==> src/include/ai_pool_params.svh <==
`ifndef AI_POOL_PARAMS_SVH
`define AI_POOL_PARAMS_SVH

////////////////////////////////////////
// feature map geometry
////////////////////////////////////////

// rows per frame, must be even for 2x2 pooling
`define AI_MAP_H 8

// pixels per row, must be even
`define AI_MAP_W 8

////////////////////////////////////////
// pixel format
////////////////////////////////////////

`define AI_PIX_W 8  // unsigned pixel bits

`endif

==> src/ai_pool_pkg.sv <==
`default_nettype none

`include "ai_pool_params.svh"

package ai_pool_pkg;

    ////////////////////////////////////////
    // data types
    ////////////////////////////////////////

    typedef logic [`AI_PIX_W-1:0] pixel_t;     // one unsigned pixel
    typedef pixel_t [`AI_MAP_W-1:0] row_t;     // full row, pixel 0 in low bits

    // indices into the map
    typedef logic [$clog2(`AI_MAP_H)-1:0] row_inx_t;
    typedef logic [$clog2(`AI_MAP_W)-1:0] col_inx_t;

    typedef logic [1:0] cmp_cnt_t;             // compare step, 0..2

    ////////////////////////////////////////
    // pooling FSM
    ////////////////////////////////////////

    typedef enum logic [1:0] {
        st_idle,     // waiting for a full frame
        st_load,     // latch the four window pixels
        st_compare,  // three serial compares
        st_emit      // present the window max
    } pool_state_t;

endpackage

`default_nettype wire

==> src/ai_win_if.sv <==
`timescale 1ns/1ns
`default_nettype none

// window port between the frame buffer and the pooling FSM
interface ai_win_if;
    import ai_pool_pkg::*;

    ////////////////////////////////////////
    // frame status
    ////////////////////////////////////////

    logic frame_valid;     // full frame held in the buffer
    logic frame_release;   // one-cycle pulse, frees the buffer

    ////////////////////////////////////////
    // window request and data
    ////////////////////////////////////////

    // top-left corner of the window, always even
    row_inx_t win_row;
    col_inx_t win_col;

    // 0 top-left, 1 top-right, 2 bottom-left, 3 bottom-right
    pixel_t [3:0] win_pix;

    // buffer side serves pixels for the requested corner
    modport buffer (
        output frame_valid,
        output win_pix,
        input  win_row,
        input  win_col,
        input  frame_release
    );

    // pool side walks corners and releases the frame when done
    modport pool (
        input  frame_valid,
        input  win_pix,
        output win_row,
        output win_col,
        output frame_release
    );

endinterface

`default_nettype wire

==> src/ai_map_buffer.sv <==
`timescale 1ns/1ns
`default_nettype none

`include "ai_pool_params.svh"

module ai_map_buffer (
    input  logic              clk,
    input  logic              rst,
    input  logic              row_valid,
    input  ai_pool_pkg::row_t row_data,
    output logic              busy,
    ai_win_if.buffer          win
);
    import ai_pool_pkg::*;

    ////////////////////////////////////////
    // storage and control state
    ////////////////////////////////////////

    row_t     frame_mem [0:`AI_MAP_H-1];  // one entry per map row
    row_inx_t row_cnt;                    // next row to write
    logic     full_q;                     // frame complete, held for pooling

    logic     row_accept;
    logic     last_row;

    // bottom row and right column of the window
    row_inx_t row_b;
    col_inx_t col_r;

    ////////////////////////////////////////
    // row intake
    ////////////////////////////////////////

    // rows strobed while the frame is held are simply dropped
    assign row_accept = row_valid && !full_q;
    assign last_row   = (row_cnt == row_inx_t'(`AI_MAP_H - 1));

    // frame storage, written one row per accepted strobe
    always_ff @(posedge clk) begin
        if (row_accept) begin
            frame_mem[row_cnt] <= row_data;
        end
    end

    always_ff @(posedge clk, posedge rst) begin
        if (rst) begin
            row_cnt <= '0;
            full_q  <= 1'b0;
        end else if (win.frame_release) begin
            // pool finished, open for the next frame
            row_cnt <= '0;
            full_q  <= 1'b0;
        end else if (row_accept) begin
            if (last_row) begin
                row_cnt <= '0;
                full_q  <= 1'b1;  // busy from the next cycle on
            end else begin
                row_cnt <= row_cnt + row_inx_t'(1);
            end
        end
    end

    // busy and frame_valid track the same flag
    assign busy            = full_q;
    assign win.frame_valid = full_q;

    ////////////////////////////////////////
    // window read
    ////////////////////////////////////////

    // corner is even, so the neighbour is always inside the map
    assign row_b = win.win_row + row_inx_t'(1);
    assign col_r = win.win_col + col_inx_t'(1);

    // purely combinational, follows the corner in the same cycle
    always_comb begin
        win.win_pix[0] = frame_mem[win.win_row][win.win_col];  // top-left
        win.win_pix[1] = frame_mem[win.win_row][col_r];        // top-right
        win.win_pix[2] = frame_mem[row_b][win.win_col];        // bottom-left
        win.win_pix[3] = frame_mem[row_b][col_r];              // bottom-right
    end

endmodule

`default_nettype wire

==> src/ai_pool.sv <==
`timescale 1ns/1ns
`default_nettype none

`include "ai_pool_params.svh"

module ai_pool (
    input  logic                  clk,
    input  logic                  rst,
    input  logic                  pool_en,
    ai_win_if.pool                win,
    output logic                  res_valid,
    output ai_pool_pkg::pixel_t   res_data,
    output ai_pool_pkg::row_inx_t res_row,
    output ai_pool_pkg::col_inx_t res_col,
    output logic                  done
);
    import ai_pool_pkg::*;

    ////////////////////////////////////////
    // state
    ////////////////////////////////////////

    pool_state_t state;
    row_inx_t    win_row;   // even corner of the current window
    col_inx_t    win_col;
    cmp_cnt_t    cmp_cnt;   // which compare of three
    cmp_cnt_t    cmp_idx;   // pixel taken in this compare
    logic        done_q;

    // window payload, top-left goes straight into max_q
    pixel_t      pix_q [1:3];
    pixel_t      max_q;     // running maximum

    logic        last_col;
    logic        last_win;

    assign last_col = (win_col == col_inx_t'(`AI_MAP_W - 2));
    assign last_win = last_col && (win_row == row_inx_t'(`AI_MAP_H - 2));

    // compare n looks at pixel n+1
    assign cmp_idx = cmp_cnt + cmp_cnt_t'(1);

    ////////////////////////////////////////
    // window sequencer
    ////////////////////////////////////////

    // everything holds while pool_en is low
    always_ff @(posedge clk, posedge rst) begin
        if (rst) begin
            state   <= st_idle;
            win_row <= '0;
            win_col <= '0;
            cmp_cnt <= '0;
            done_q  <= 1'b0;
        end else begin
            done_q <= 1'b0;  // single-cycle pulse
            if (pool_en) begin
                case (state)
                    st_idle: begin
                        // done_q still high means this frame is being released
                        if (win.frame_valid && !done_q) begin
                            win_row <= '0;
                            win_col <= '0;
                            state   <= st_load;
                        end
                    end
                    st_load: begin
                        cmp_cnt <= '0;
                        state   <= st_compare;
                    end
                    st_compare: begin
                        if (cmp_cnt == cmp_cnt_t'(2)) begin
                            state <= st_emit;
                        end else begin
                            cmp_cnt <= cmp_cnt + cmp_cnt_t'(1);
                        end
                    end
                    st_emit: begin
                        if (last_win) begin
                            // last window emitted so rewind the corner
                            win_row <= '0;
                            win_col <= '0;
                            done_q  <= 1'b1;
                            state   <= st_idle;
                        end else begin
                            if (last_col) begin
                                win_col <= '0;  // next window row
                                win_row <= win_row + row_inx_t'(2);
                            end else begin
                                win_col <= win_col + col_inx_t'(2);
                            end
                            state <= st_load;
                        end
                    end
                    default: state <= st_idle;
                endcase
            end
        end
    end

    ////////////////////////////////////////
    // max datapath
    ////////////////////////////////////////

    always_ff @(posedge clk) begin
        if (pool_en) begin
            if (state == st_load) begin
                pix_q[1] <= win.win_pix[1];
                pix_q[2] <= win.win_pix[2];
                pix_q[3] <= win.win_pix[3];
                max_q    <= win.win_pix[0];  // top-left seeds the max
            end else if (state == st_compare) begin
                // ties keep the earlier pixel
                if (pix_q[cmp_idx] > max_q) begin
                    max_q <= pix_q[cmp_idx];
                end
            end
        end
    end

    ////////////////////////////////////////
    // outputs
    ////////////////////////////////////////

    assign win.win_row       = win_row;
    assign win.win_col       = win_col;
    assign win.frame_release = done_q;  // same cycle as done

    assign res_valid = (state == st_emit) && pool_en;  // no pulse while frozen
    assign res_data  = max_q;
    assign res_row   = win_row >> 1;    // pooled coordinates
    assign res_col   = win_col >> 1;
    assign done      = done_q;

endmodule

`default_nettype wire

==> src/ai_pool_top.sv <==
`timescale 1ns/1ns
`default_nettype none

module ai_pool_top (
    input  logic                  clk,
    input  logic                  rst,
    input  logic                  row_valid,
    input  ai_pool_pkg::row_t     row_data,
    input  logic                  pool_en,
    output logic                  busy,
    output logic                  res_valid,
    output ai_pool_pkg::pixel_t   res_data,
    output ai_pool_pkg::row_inx_t res_row,
    output ai_pool_pkg::col_inx_t res_col,
    output logic                  done
);

    ////////////////////////////////////////
    // buffer to pool window link
    ////////////////////////////////////////

    ai_win_if win_bus ();

    ////////////////////////////////////////
    // frame buffer
    ////////////////////////////////////////

    // collects rows, holds the frame while pooling runs
    ai_map_buffer u_buffer (
        .clk       (clk),
        .rst       (rst),
        .row_valid (row_valid),
        .row_data  (row_data),
        .busy      (busy),
        .win       (win_bus.buffer)
    );

    ////////////////////////////////////////
    // pooling FSM
    ////////////////////////////////////////

    ai_pool u_pool (
        .clk       (clk),
        .rst       (rst),
        .pool_en   (pool_en),
        .win       (win_bus.pool),
        .res_valid (res_valid),
        .res_data  (res_data),
        .res_row   (res_row),
        .res_col   (res_col),
        .done      (done)   // also frees the buffer
    );

endmodule

`default_nettype wire

==> config.mk <==
export PLATFORM = sky130hd
export DESIGN_NAME = ai_pool_top
export DESIGN_NICKNAME = d
export VERILOG_FILES = /design/src/ai_pool_pkg.sv /design/src/ai_win_if.sv /design/src/ai_map_buffer.sv /design/src/ai_pool.sv /design/src/ai_pool_top.sv
export VERILOG_INCLUDE_DIRS = /design/src /design/src/include
export SDC_FILE = /design/constraint.sdc
export NUM_CORES = 1
export LEC_CHECK = 0
export BUFFER_PORTS_ARGS = -buffer_cell sky130_fd_sc_hd__buf_2
export CORE_MARGIN = 1.5
export CORE_UTILIZATION = 35
export DETAILED_ROUTE_END_ITERATION = 12
export GPL_ROUTABILITY_DRIVEN = 0
export MAX_ROUTING_LAYER = met4
export PLACE_DENSITY = 0.54
export SYNTH_ARGS = -nofsm -noshare
export SYNTH_HDL_FRONTEND = slang
export SYNTH_SLANG_ARGS = --single-unit
==> constraint.sdc <==
create_clock -name clk -period 12.2 [get_ports clk]
set_clock_uncertainty 0.1 [all_clocks]
set_input_delay 1.22 -clock clk [delete_from_list [all_inputs] [get_ports clk]]
set_output_delay 1.22 -clock clk [all_outputs]
set_load 0.005 [all_outputs]
==> flow_metrics.tcl, run 1 <==
set metrics [dict create \
    syn_to_final_growth_pct 15.3 \
    post-route-period-util 0.312 \
    final_common_cell "edfxtp_1" \
    antenna_found_initial 8 \
    post_drt_wl_per_cell_um 24.8 \
    final-setup-viol-count 0 \
    r2r_slack_ps 8400 \
    intPower_uw 3940 \
    timing.rr.end "u_pool.pix_q[3][5]" \
    synth_top_area_frac 0.764 \
    h-tree-depth 2 \
    endpoint_kind "flip-flop" \
    crit_fanout 47 \
    synth_top_flop_cell "edfxtp_1" \
    critPathArrivalTime_ps 4030 \
    clockBufferDepth 3 \
    vias 9619 \
    drc 0 \
    required_ps 12420 \
    syn-instance-count 916 \
    critPathBufInv 2 \
    clockRootBuffer "clkbuf_16" \
    cts.sinks 557 \
    dp.final_hpwl_um 26500 \
    swShare 0.268 \
    synthArstFlopShare 0.0233 \
    setup.worst_path.end "u_pool.pix_q[3][5]" \
    grt_pass1_wl_um 69600 \
    num_rows 90 \
    rsz0062_at_grt "false" \
    pwr-share-seq 0.451 \
    clock_latency_ps 600 \
    ys_types 39 \
    maxSlewHeadroom 0.247 \
    setup_ws_ps 8400 \
    p_leak_uw 0.00780 \
    syn_avg_cell_area_um2 23.4 \
    clk_pin_slew_ps 60 \
    ir_drop_v 0.000114 \
    dieArea_mm2 0.0626 \
    post-place-ws_ps 8160 \
    final_cell_mix "edfxtp_1 (544), mux4_2 (152), buf_2 (82)" \
    drtPass1Iterations 5 \
    rr_startpoint "u_pool.win.win_row[1]" \
    numCtsBuffers 56 \
    status "completed" \
    post_cts_buffers 0 \
    ys_ff_latch 557 \
    crit_family "buffers and inverters" \
    coreArea_mm2 0.0604 \
    finalHoldViolations 0 \
    cpPeakStageDelay_ps 850 \
    tns_ps 0 \
    max_freq_mhz 263 \
    slowest_stage "buf_4" \
    io_pins 85 \
    netlist_area_mm2 0.0214 \
    yosysWarnings 0 \
    worstSetupStartpointType "flip-flop" \
    fp.dieW_um 250 \
    cts_tree "done" \
    pwr_density_cell_mw_per_mm2 218 \
    cts_resized 0 \
    synth_area_leader_cell "edfxtp_1" \
    overflow 0 \
    hold_buffers 0 \
    drtIter0Drc 719 \
    synth-edff-count 544 \
    p_switching_uw 1440 \
    fin_crit_ps 3800 \
    nNetsFinal 1116 \
    fillers 5260 \
    drv_slew 0 \
    initial_utilization 0.354 \
    via_per_inst 5.16 \
    synth_seq_area_share 0.779 \
    die_h_um 250 \
    final_util 0.409 \
    startpoint "u_pool.win.win_row[1]" \
    grt_max_degree 65 \
    comb_power_share 0.221 \
    drive_gt1_frac 0.324 \
    path_cells "buf_4 > buf_4 > mux4_2 > mux4_2" \
    synth.area.top_cells "edfxtp_1 (76%), mux4_2 (16%), dfrtp_1 (1.5%)" \
    holdWs_ps 448 \
    rr_worst_depth 4 \
    worstHoldPathType "flip-flop to flip-flop" \
    grt_pass1_vias 10294 \
    dpl_cell_area_mm2 0.0228 \
    worst_pin_slew_ps 1130 \
    path_depth 4 \
    grt_usage 0.156 \
    io_buffers 82 \
    ant_nets 0 \
    maxCapViolCount 0 \
    critical_path_class "flip-flop to flip-flop" \
    wirelength_um 46200 \
    fin_area_mm2 0.0247 \
    clkPwrFrac 0.328 \
]
[worst register-to-register path, cell delays in order (launching register included)]
cell	delay (ps)
dfrtp_4	660
buf_4	750
buf_4	890
mux4_2	650
mux4_2	480
[state kept, by name (all words and copies together), names as in the netlist]
register / flops
u_buffer.row_cnt: 3
u_buffer.frame_mem: 512
u_pool.done: 1
u_pool.pix_q: 24
u_pool.res_data: 8
u_pool.win.win_row: 2
u_pool.cmp_cnt: 2
u_buffer.busy: 1
u_pool.win.win_col: 2
u_pool.state: 2
[power by group through the flow]
stage               Sequential, uW  Combinational [uW]  Clock [uW]
floorplan                     2410                 879           0
detailed placement            2470                1220           0
global placement              2470                1200           0
CTS                           2430                1220        1810
global route                  2450                1300        1880
finish                        2430                1190        1770
[layout make-up]
type	instances	area (um2)	share of cell area
Clock inverter	32	383	0.0155
Timing Repair Buffer	99	538	0.0218
Clock buffer	71	1510	0.0612
Multi-Input combinational cell	299	4510	0.183
Sequential cell	557	16700	0.676
Antenna cell	7	17.5	0.000710
Tap cell	782	978	0.0397
Inverter	17	63.8	0.00259
[worst min-delay path by stage]
stage / cells past startpoint / slack (ps) / to / from
2_1_floorplan: 1 / 390 / u_buffer.row_cnt[2] / u_pool.done
4_1_cts: 1 / 430 / u_buffer.row_cnt[0] / u_pool.done
5_1_grt: 1 / 450 / u_pool.cmp_cnt[1] / u_pool.cmp_cnt[1]
3_5_place_dp: 1 / 420 / u_buffer.row_cnt[2] / u_pool.done
3_3_place_gp: 1 / 420 / u_pool.cmp_cnt[1] / u_pool.cmp_cnt[1]
6_report: 1 / 450 / u_buffer.busy / u_pool.done
[cells by family (layout without fill, tap and decap cells)]
family | after synthesis | count (layout) | share of synthesized area
compound gates | 47 | 47 | 0.0149
fa+ha+maj | 18 | 18 | 0.0105
buf+inv | 61 | 219 | 0.0134
flops | 557 | 557 | 0.779
mux | 172 | 172 | 0.169
other cells | 1 | 9 | 0.000175
simple gates | 60 | 60 | 0.0129
[metal layers]
metal,vias to the layer above,global-route usage,share of wire
met5,-,-,0
met4,0,0.0433,0.020
met3,66,0.0338,0.053
met2,233,0.238,0.48
met1,5192,0.211,0.45
li1,4128,-,-
[Yosys cell counts (2+ instances only)]
master	n
a211oi_1	3
a21oi_1	6
a221oi_1	8
a22o_1	2
and2_1	4
buf_1	7
buf_2	19
buf_4	3
buf_6	3
clkbuf_1	12
dfrtp_1	13
edfxtp_1	544
ha_1	18
inv_1	15
inv_2	2
mux2i_1	19
mux4_2	152
nand2_1	19
nand2b_1	7
nand3_1	3
nor2_1	18
nor2b_1	3
nor3_1	3
o21ai_0	9
o21ai_1	2
o22ai_1	8
o31ai_1	2
[per-stage QoR]
stage | std cells | power, uW
floorplan | 917 | 3290
global placement | 1754 | 3670
detailed placement | 1754 | 3690
CTS | 1857 | 5450
global route | 1864 | 5620
finish | 1864 | 5380
No activity file was read; power rests on OpenSTA's default activity.
==> run 2, diff against run 1 <==
--- a/config.mk
+++ b/config.mk
@@ -12,7 +12,7 @@
 export DETAILED_ROUTE_END_ITERATION = 12
 export GPL_ROUTABILITY_DRIVEN = 0
 export MAX_ROUTING_LAYER = met4
-export PLACE_DENSITY = 0.54
+export PLACE_DENSITY = 0.56
 export SYNTH_ARGS = -nofsm -noshare
 export SYNTH_HDL_FRONTEND = slang
 export SYNTH_SLANG_ARGS = --single-unit
==> constraint.sdc (replaced) <==
create_clock -name clk -period 3.4 [get_ports clk]
set_clock_uncertainty 0.1 [all_clocks]
set_input_delay 0.34 -clock clk [delete_from_list [all_inputs] [get_ports clk]]
set_output_delay 0.34 -clock clk [all_outputs]
set_load 0.005 [all_outputs]
==> flow_metrics.tcl, run 2 (same netlist as run 1, synthesis figures left out) <==
set metrics [dict create \
    drc 0 \
    clock_latency_ps 600 \
    slowest_stage "ha_1" \
    io_buffers 82 \
    grt_usage 0.154 \
    final_util 0.423 \
    critPathArrivalTime_ps 3300 \
    final_cell_mix "edfxtp_1 (544), mux4_2 (152), buf_2 (82)" \
    h-tree-depth 2 \
    post_drt_wl_per_cell_um 23.7 \
    clockBufferDepth 3 \
    dieArea_mm2 0.0626 \
    fillers 5230 \
    ir_drop_v 0.000368 \
    post_cts_buffers 0 \
    final_common_cell "edfxtp_1" \
    ant_nets 0 \
    startpoint "u_pool.cmp_cnt[1]" \
    final-setup-viol-count 0 \
    worst_pin_slew_ps 622 \
    required_ps 3620 \
    crit_fanout 18 \
    timing.rr.end "u_pool.res_data[5]" \
    crit_top_cell "ha_1" \
    setup.worst_path.end "u_pool.res_data[5]" \
    grt_pass1_wl_um 69100 \
    final_cells 1939 \
    worstHoldPathType "input port to flip-flop" \
    critPathBufInv 1 \
    drtPass1Iterations 4 \
    max_freq_mhz 324 \
    path_depth 8 \
    grt_pass1_vias 10519 \
    crit_family "compound AO/OA/AOI/OAI gates" \
    nNetsFinal 1197 \
    wirelength_um 45900 \
    fp.dieW_um 250 \
    numCtsBuffers 57 \
    critical_path_class "flip-flop to flip-flop" \
    finalHoldViolations 0 \
    num_rows 90 \
    top_register "u_buffer.frame_mem" \
    syn_to_final_growth_pct 19.2 \
    via_per_inst 5.09 \
    total_power_uw 19200 \
    endpoint_kind "flip-flop" \
    worstSetupStartpointType "flip-flop" \
    maxSlewHeadroom 0.585 \
    cts.sinks 557 \
    largest_reg_flops 512 \
    fin_area_mm2 0.0255 \
    drive_gt1_frac 0.303 \
    cpPeakStageDelay_ps 600 \
    die_h_um 250 \
    rr_worst_depth 8 \
    tns_ps 0 \
    clockRootBuffer "clkbuf_16" \
    post-route-period-util 0.907 \
    coreArea_mm2 0.0604 \
    vias 9861 \
    drv_slew 0 \
    rr_startpoint "u_pool.cmp_cnt[1]" \
    clk_pin_slew_ps 60 \
    dpl_cell_area_mm2 0.0231 \
    cts_tree "done" \
    p_leak_uw 0.00811 \
    path_cells "ha_1 > o21ai_0 > ha_1 > nor2b_1 > o211ai_1 > a31o_1 > a21oi_1 > buf_4" \
    pwr_density_cell_mw_per_mm2 753 \
    grt_max_degree 65 \
    overflow 0 \
    initial_utilization 0.354 \
    antenna_found_initial 4 \
    drtIter0Drc 697 \
    fin_crit_ps 3080 \
    io_pins 85 \
    rsz0062_at_grt "false" \
    status "completed" \
    dp.final_hpwl_um 26400 \
    dp_cells 1768 \
    cts_resized 0 \
    r2r_slack_ps 320 \
    maxCapViolCount 0 \
]
==> run 2: cell types whose count changed in the layout (fill, tap and decap cells not counted), sizes merged <==
cell and change:
clkbuf +8, clkinv -6, bufinv -6, dlygate4sd3 +66, buf +14, inv +2, diode -3
==> run 2: layer usage <==
layer,track usage,part of all wire
met3,0.0329,0.051
met1,0.211,0.45
met5,-,0
met2,0.237,0.48
met4,0.0358,0.017
==> run 2: cell type report <==
class	count	area (um2)	share of cell area
sequential	557	16700	0.654
multi-input combinational	299	4520	0.177
clock buffer	79	1550	0.0608
timing repair buffer	179	1530	0.0600
tap	782	978	0.0384
clock inverter	22	180	0.00707
inverter	17	63.8	0.00250
antenna	4	10.0	0.000393
==> run 2: how the worst min path moves through the flow <==
| stage | endpoint | slack (ps) | cells after the start | from |
|---|---|---|---|---|
| 2_1_floorplan | u_buffer.busy | 120 | 1 | rst |
| 6_report | u_pool.cmp_cnt[1] | 90 | 3 | pool_en |
| 4_1_cts | u_pool.cmp_cnt[1] | 50 | 3 | pool_en |
| 5_1_grt | u_pool.cmp_cnt[1] | 100 | 3 | pool_en |
| 3_5_place_dp | u_buffer.row_cnt[0] | 310 | 2 | rst |
| 3_3_place_gp | u_buffer.row_cnt[0] | 310 | 2 | rst |
==> run 2: what timing repair did <==
action | in CTS | in global routing
hold buffers | 66 | 0
endpoints found under the setup margin | 0 | 0
endpoints found under the hold margin | 527 | 0
==> run 2: worst min-delay path: stages <==
cell and delay [ps]:
buf_2 150, o21ai_0 120, a22o_1 140
==> run 2: per-stage QoR <==
| stage | setup WS, ps | hold WS [ps] |
|---|---|---|
| global placement | 418 | 311 |
| floorplan | -648 | 117 |
| global route | 42.4 | 101 |
| finish | 318 | 86.7 |
| CTS | 300 | 53.0 |
| detailed placement | 288 | 312 |
==> run 2: where the power goes <==
| part | switching [uW] | internal, uW | total (uW) | leakage (uW) |
|---|---|---|---|---|
| Combinational | 2410 | 2230 | 4640 | 0.00220 |
| Clock | 2480 | 3390 | 5860 | 0.000845 |
| Sequential | 355 | 8330 | 8680 | 0.00507 |
| Total | 5250 | 13900 | 19200 | 0.00811 |
==> run 3, diff against run 2 <==
--- a/config.mk
+++ b/config.mk
@@ -11,6 +11,7 @@
 export CORE_UTILIZATION = 35
 export DETAILED_ROUTE_END_ITERATION = 12
 export GPL_ROUTABILITY_DRIVEN = 0
+export GPL_TIMING_DRIVEN = 0
 export MAX_ROUTING_LAYER = met4
 export PLACE_DENSITY = 0.56
 export SYNTH_ARGS = -nofsm -noshare
==> flow_metrics.tcl, run 3 (same netlist as run 1, synthesis figures left out) <==
set metrics [dict create \
    die_h_um 250 \
    wirelength_um 51800 \
    grt_max_degree 28 \
    hp-start "pool_en" \
    final-setup-viol-count 0 \
    clk_pin_slew_ps 60 \
    crit_fanout 10 \
    numCtsBuffers 55 \
    path_cells "buf_2 > buf_1 > mux4_2 > mux4_2" \
    grt_pass1_wl_um 74900 \
    grt_pass1_vias 10719 \
    maxSlewHeadroom 0.0782 \
    post_drt_wl_per_cell_um 26.3 \
    drv_slew 0 \
    max_freq_mhz 302 \
    post-place-ws_ps -354 \
    final_cell_mix "edfxtp_1 (544), mux4_2 (152), buf_2 (101)" \
    rr_worst_depth 4 \
    final_common_cell "edfxtp_1" \
    cpPeakStageDelay_ps 1050 \
    clockRootBuffer "clkbuf_16" \
    clock_latency_ps 610 \
    endpoint_kind "flip-flop" \
    drtIter0Drc 960 \
    antenna_found_initial 5 \
    clockBufferDepth 3 \
    dp.final_hpwl_um 33100 \
    timing.rr.end "u_pool.pix_q[3][1]" \
    h-tree-depth 2 \
    num_rows 90 \
    final_util 0.425 \
    crit_top_cell "mux4_2" \
    multi_input_area_mm2 0.00454 \
    fillers 5244 \
    initial_utilization 0.354 \
    via_per_inst 5.25 \
    critical_path_class "flip-flop to flip-flop" \
    pwr_density_cell_mw_per_mm2 763 \
    overflow 0 \
    critPathBufInv 2 \
    fin_area_mm2 0.0257 \
    critPathArrivalTime_ps 3530 \
    cts.sinks 557 \
    top_register "u_buffer.frame_mem" \
    io_buffers 82 \
    slowest_stage "buf_1" \
    coreArea_mm2 0.0604 \
    fin_crit_ps 3310 \
    grt_usage 0.173 \
    seqCellArea_mm2 0.0167 \
    ir_drop_v 0.000463 \
    dpl_cell_area_mm2 0.0233 \
    io_pins 85 \
    crit_family "buffers and inverters" \
    drtPass1Iterations 5 \
    cts_tree "done" \
    p_leak_uw 0.00823 \
    setup_ws_ps 86.3 \
    dieArea_mm2 0.0626 \
    fp.dieW_um 250 \
    min_delay_path_depth 3 \
    total_power_uw 19600 \
    nNetsFinal 1228 \
    largest_reg_flops 512 \
    drive_gt1_frac 0.312 \
    worstHoldPathType "input port to flip-flop" \
    r2r_slack_ps 90 \
    maxCapViolCount 0 \
    drc 0 \
    finalHoldViolations 0 \
    min_to "u_pool.cmp_cnt[1]" \
    post-route-period-util 0.975 \
    worstSetupStartpointType "flip-flop" \
    status "completed" \
    ant_nets 0 \
    syn_to_final_growth_pct 20.0 \
    rsz0062_at_grt "false" \
    worst_pin_slew_ps 1380 \
    rr_startpoint "u_pool.win.win_row[2]" \
    vias 10345 \
    required_ps 3610 \
]
==> run 3: final cells by class <==
class / count / area share
Antenna cell: 4 / 0.000390
Buffer: 43 / 0.00863
Clock buffer: 71 / 0.0568
Clock inverter: 29 / 0.00882
Inverter: 17 / 0.00249
Multi-Input combinational cell: 299 / 0.177
Sequential cell: 557 / 0.649
Tap cell: 782 / 0.0381
Timing Repair Buffer: 169 / 0.0590
==> run 3: worst max path at each step <==
stage	startpoint	cells after the start	endpoint
floorplan	u_buffer.busy	3	u_buffer.frame_mem[1][0]
global placement	row_valid	4	u_buffer.frame_mem[5][61]
detailed placement	u_pool.cmp_cnt[0]	12	u_pool.res_data[1]
CTS	u_pool.win.win_row[2]	4	u_pool.pix_q[3][5]
global route	u_pool.cmp_cnt[0]	12	u_pool.res_data[4]
finish	u_pool.win.win_row[2]	4	u_pool.pix_q[3][1]
==> run 3: timing repair <==
| item | CTS | global route |
|---|---|---|
| setup buffers | 0 | 1 |
| hold endpoints to repair | 526 | 0 |
| pin swaps | 0 | 1 |
| hold buffers | 66 | 0 |
| endpoints found under the setup margin | 9 | 8 |
| resized for setup | 4 | 2 |
==> run 3: worst reg2reg max path: stages (launching register included) <==
cell	delay [ps]
dfrtp_1	420
buf_2	410
buf_1	1060
mux4_2	470
mux4_2	560
==> run 3: where the power goes <==
part / total, uW / switching (uW) / internal (uW)
logic: 5260 / 2990 / 2270
clock network: 5750 / 2510 / 3240
registers: 8580 / 257 / 8320
==> run 3: through the flow <==
stage	cells	setup TNS, ps	hold slack (ps)
after floorplan	917	-260230	117
after CTS	1967	0	44.8
final	1971	0	76.2
after global placement	1781	-1588490	304
after detailed placement	1801	-2840	319
after global routing	1971	0	106
==> run 3: metal layers <==
metal,GRT usage,share of wire
met1,0.241,0.45
met2,0.260,0.47
met3,0.0280,0.055
met4,0.0565,0.030
met5,-,0
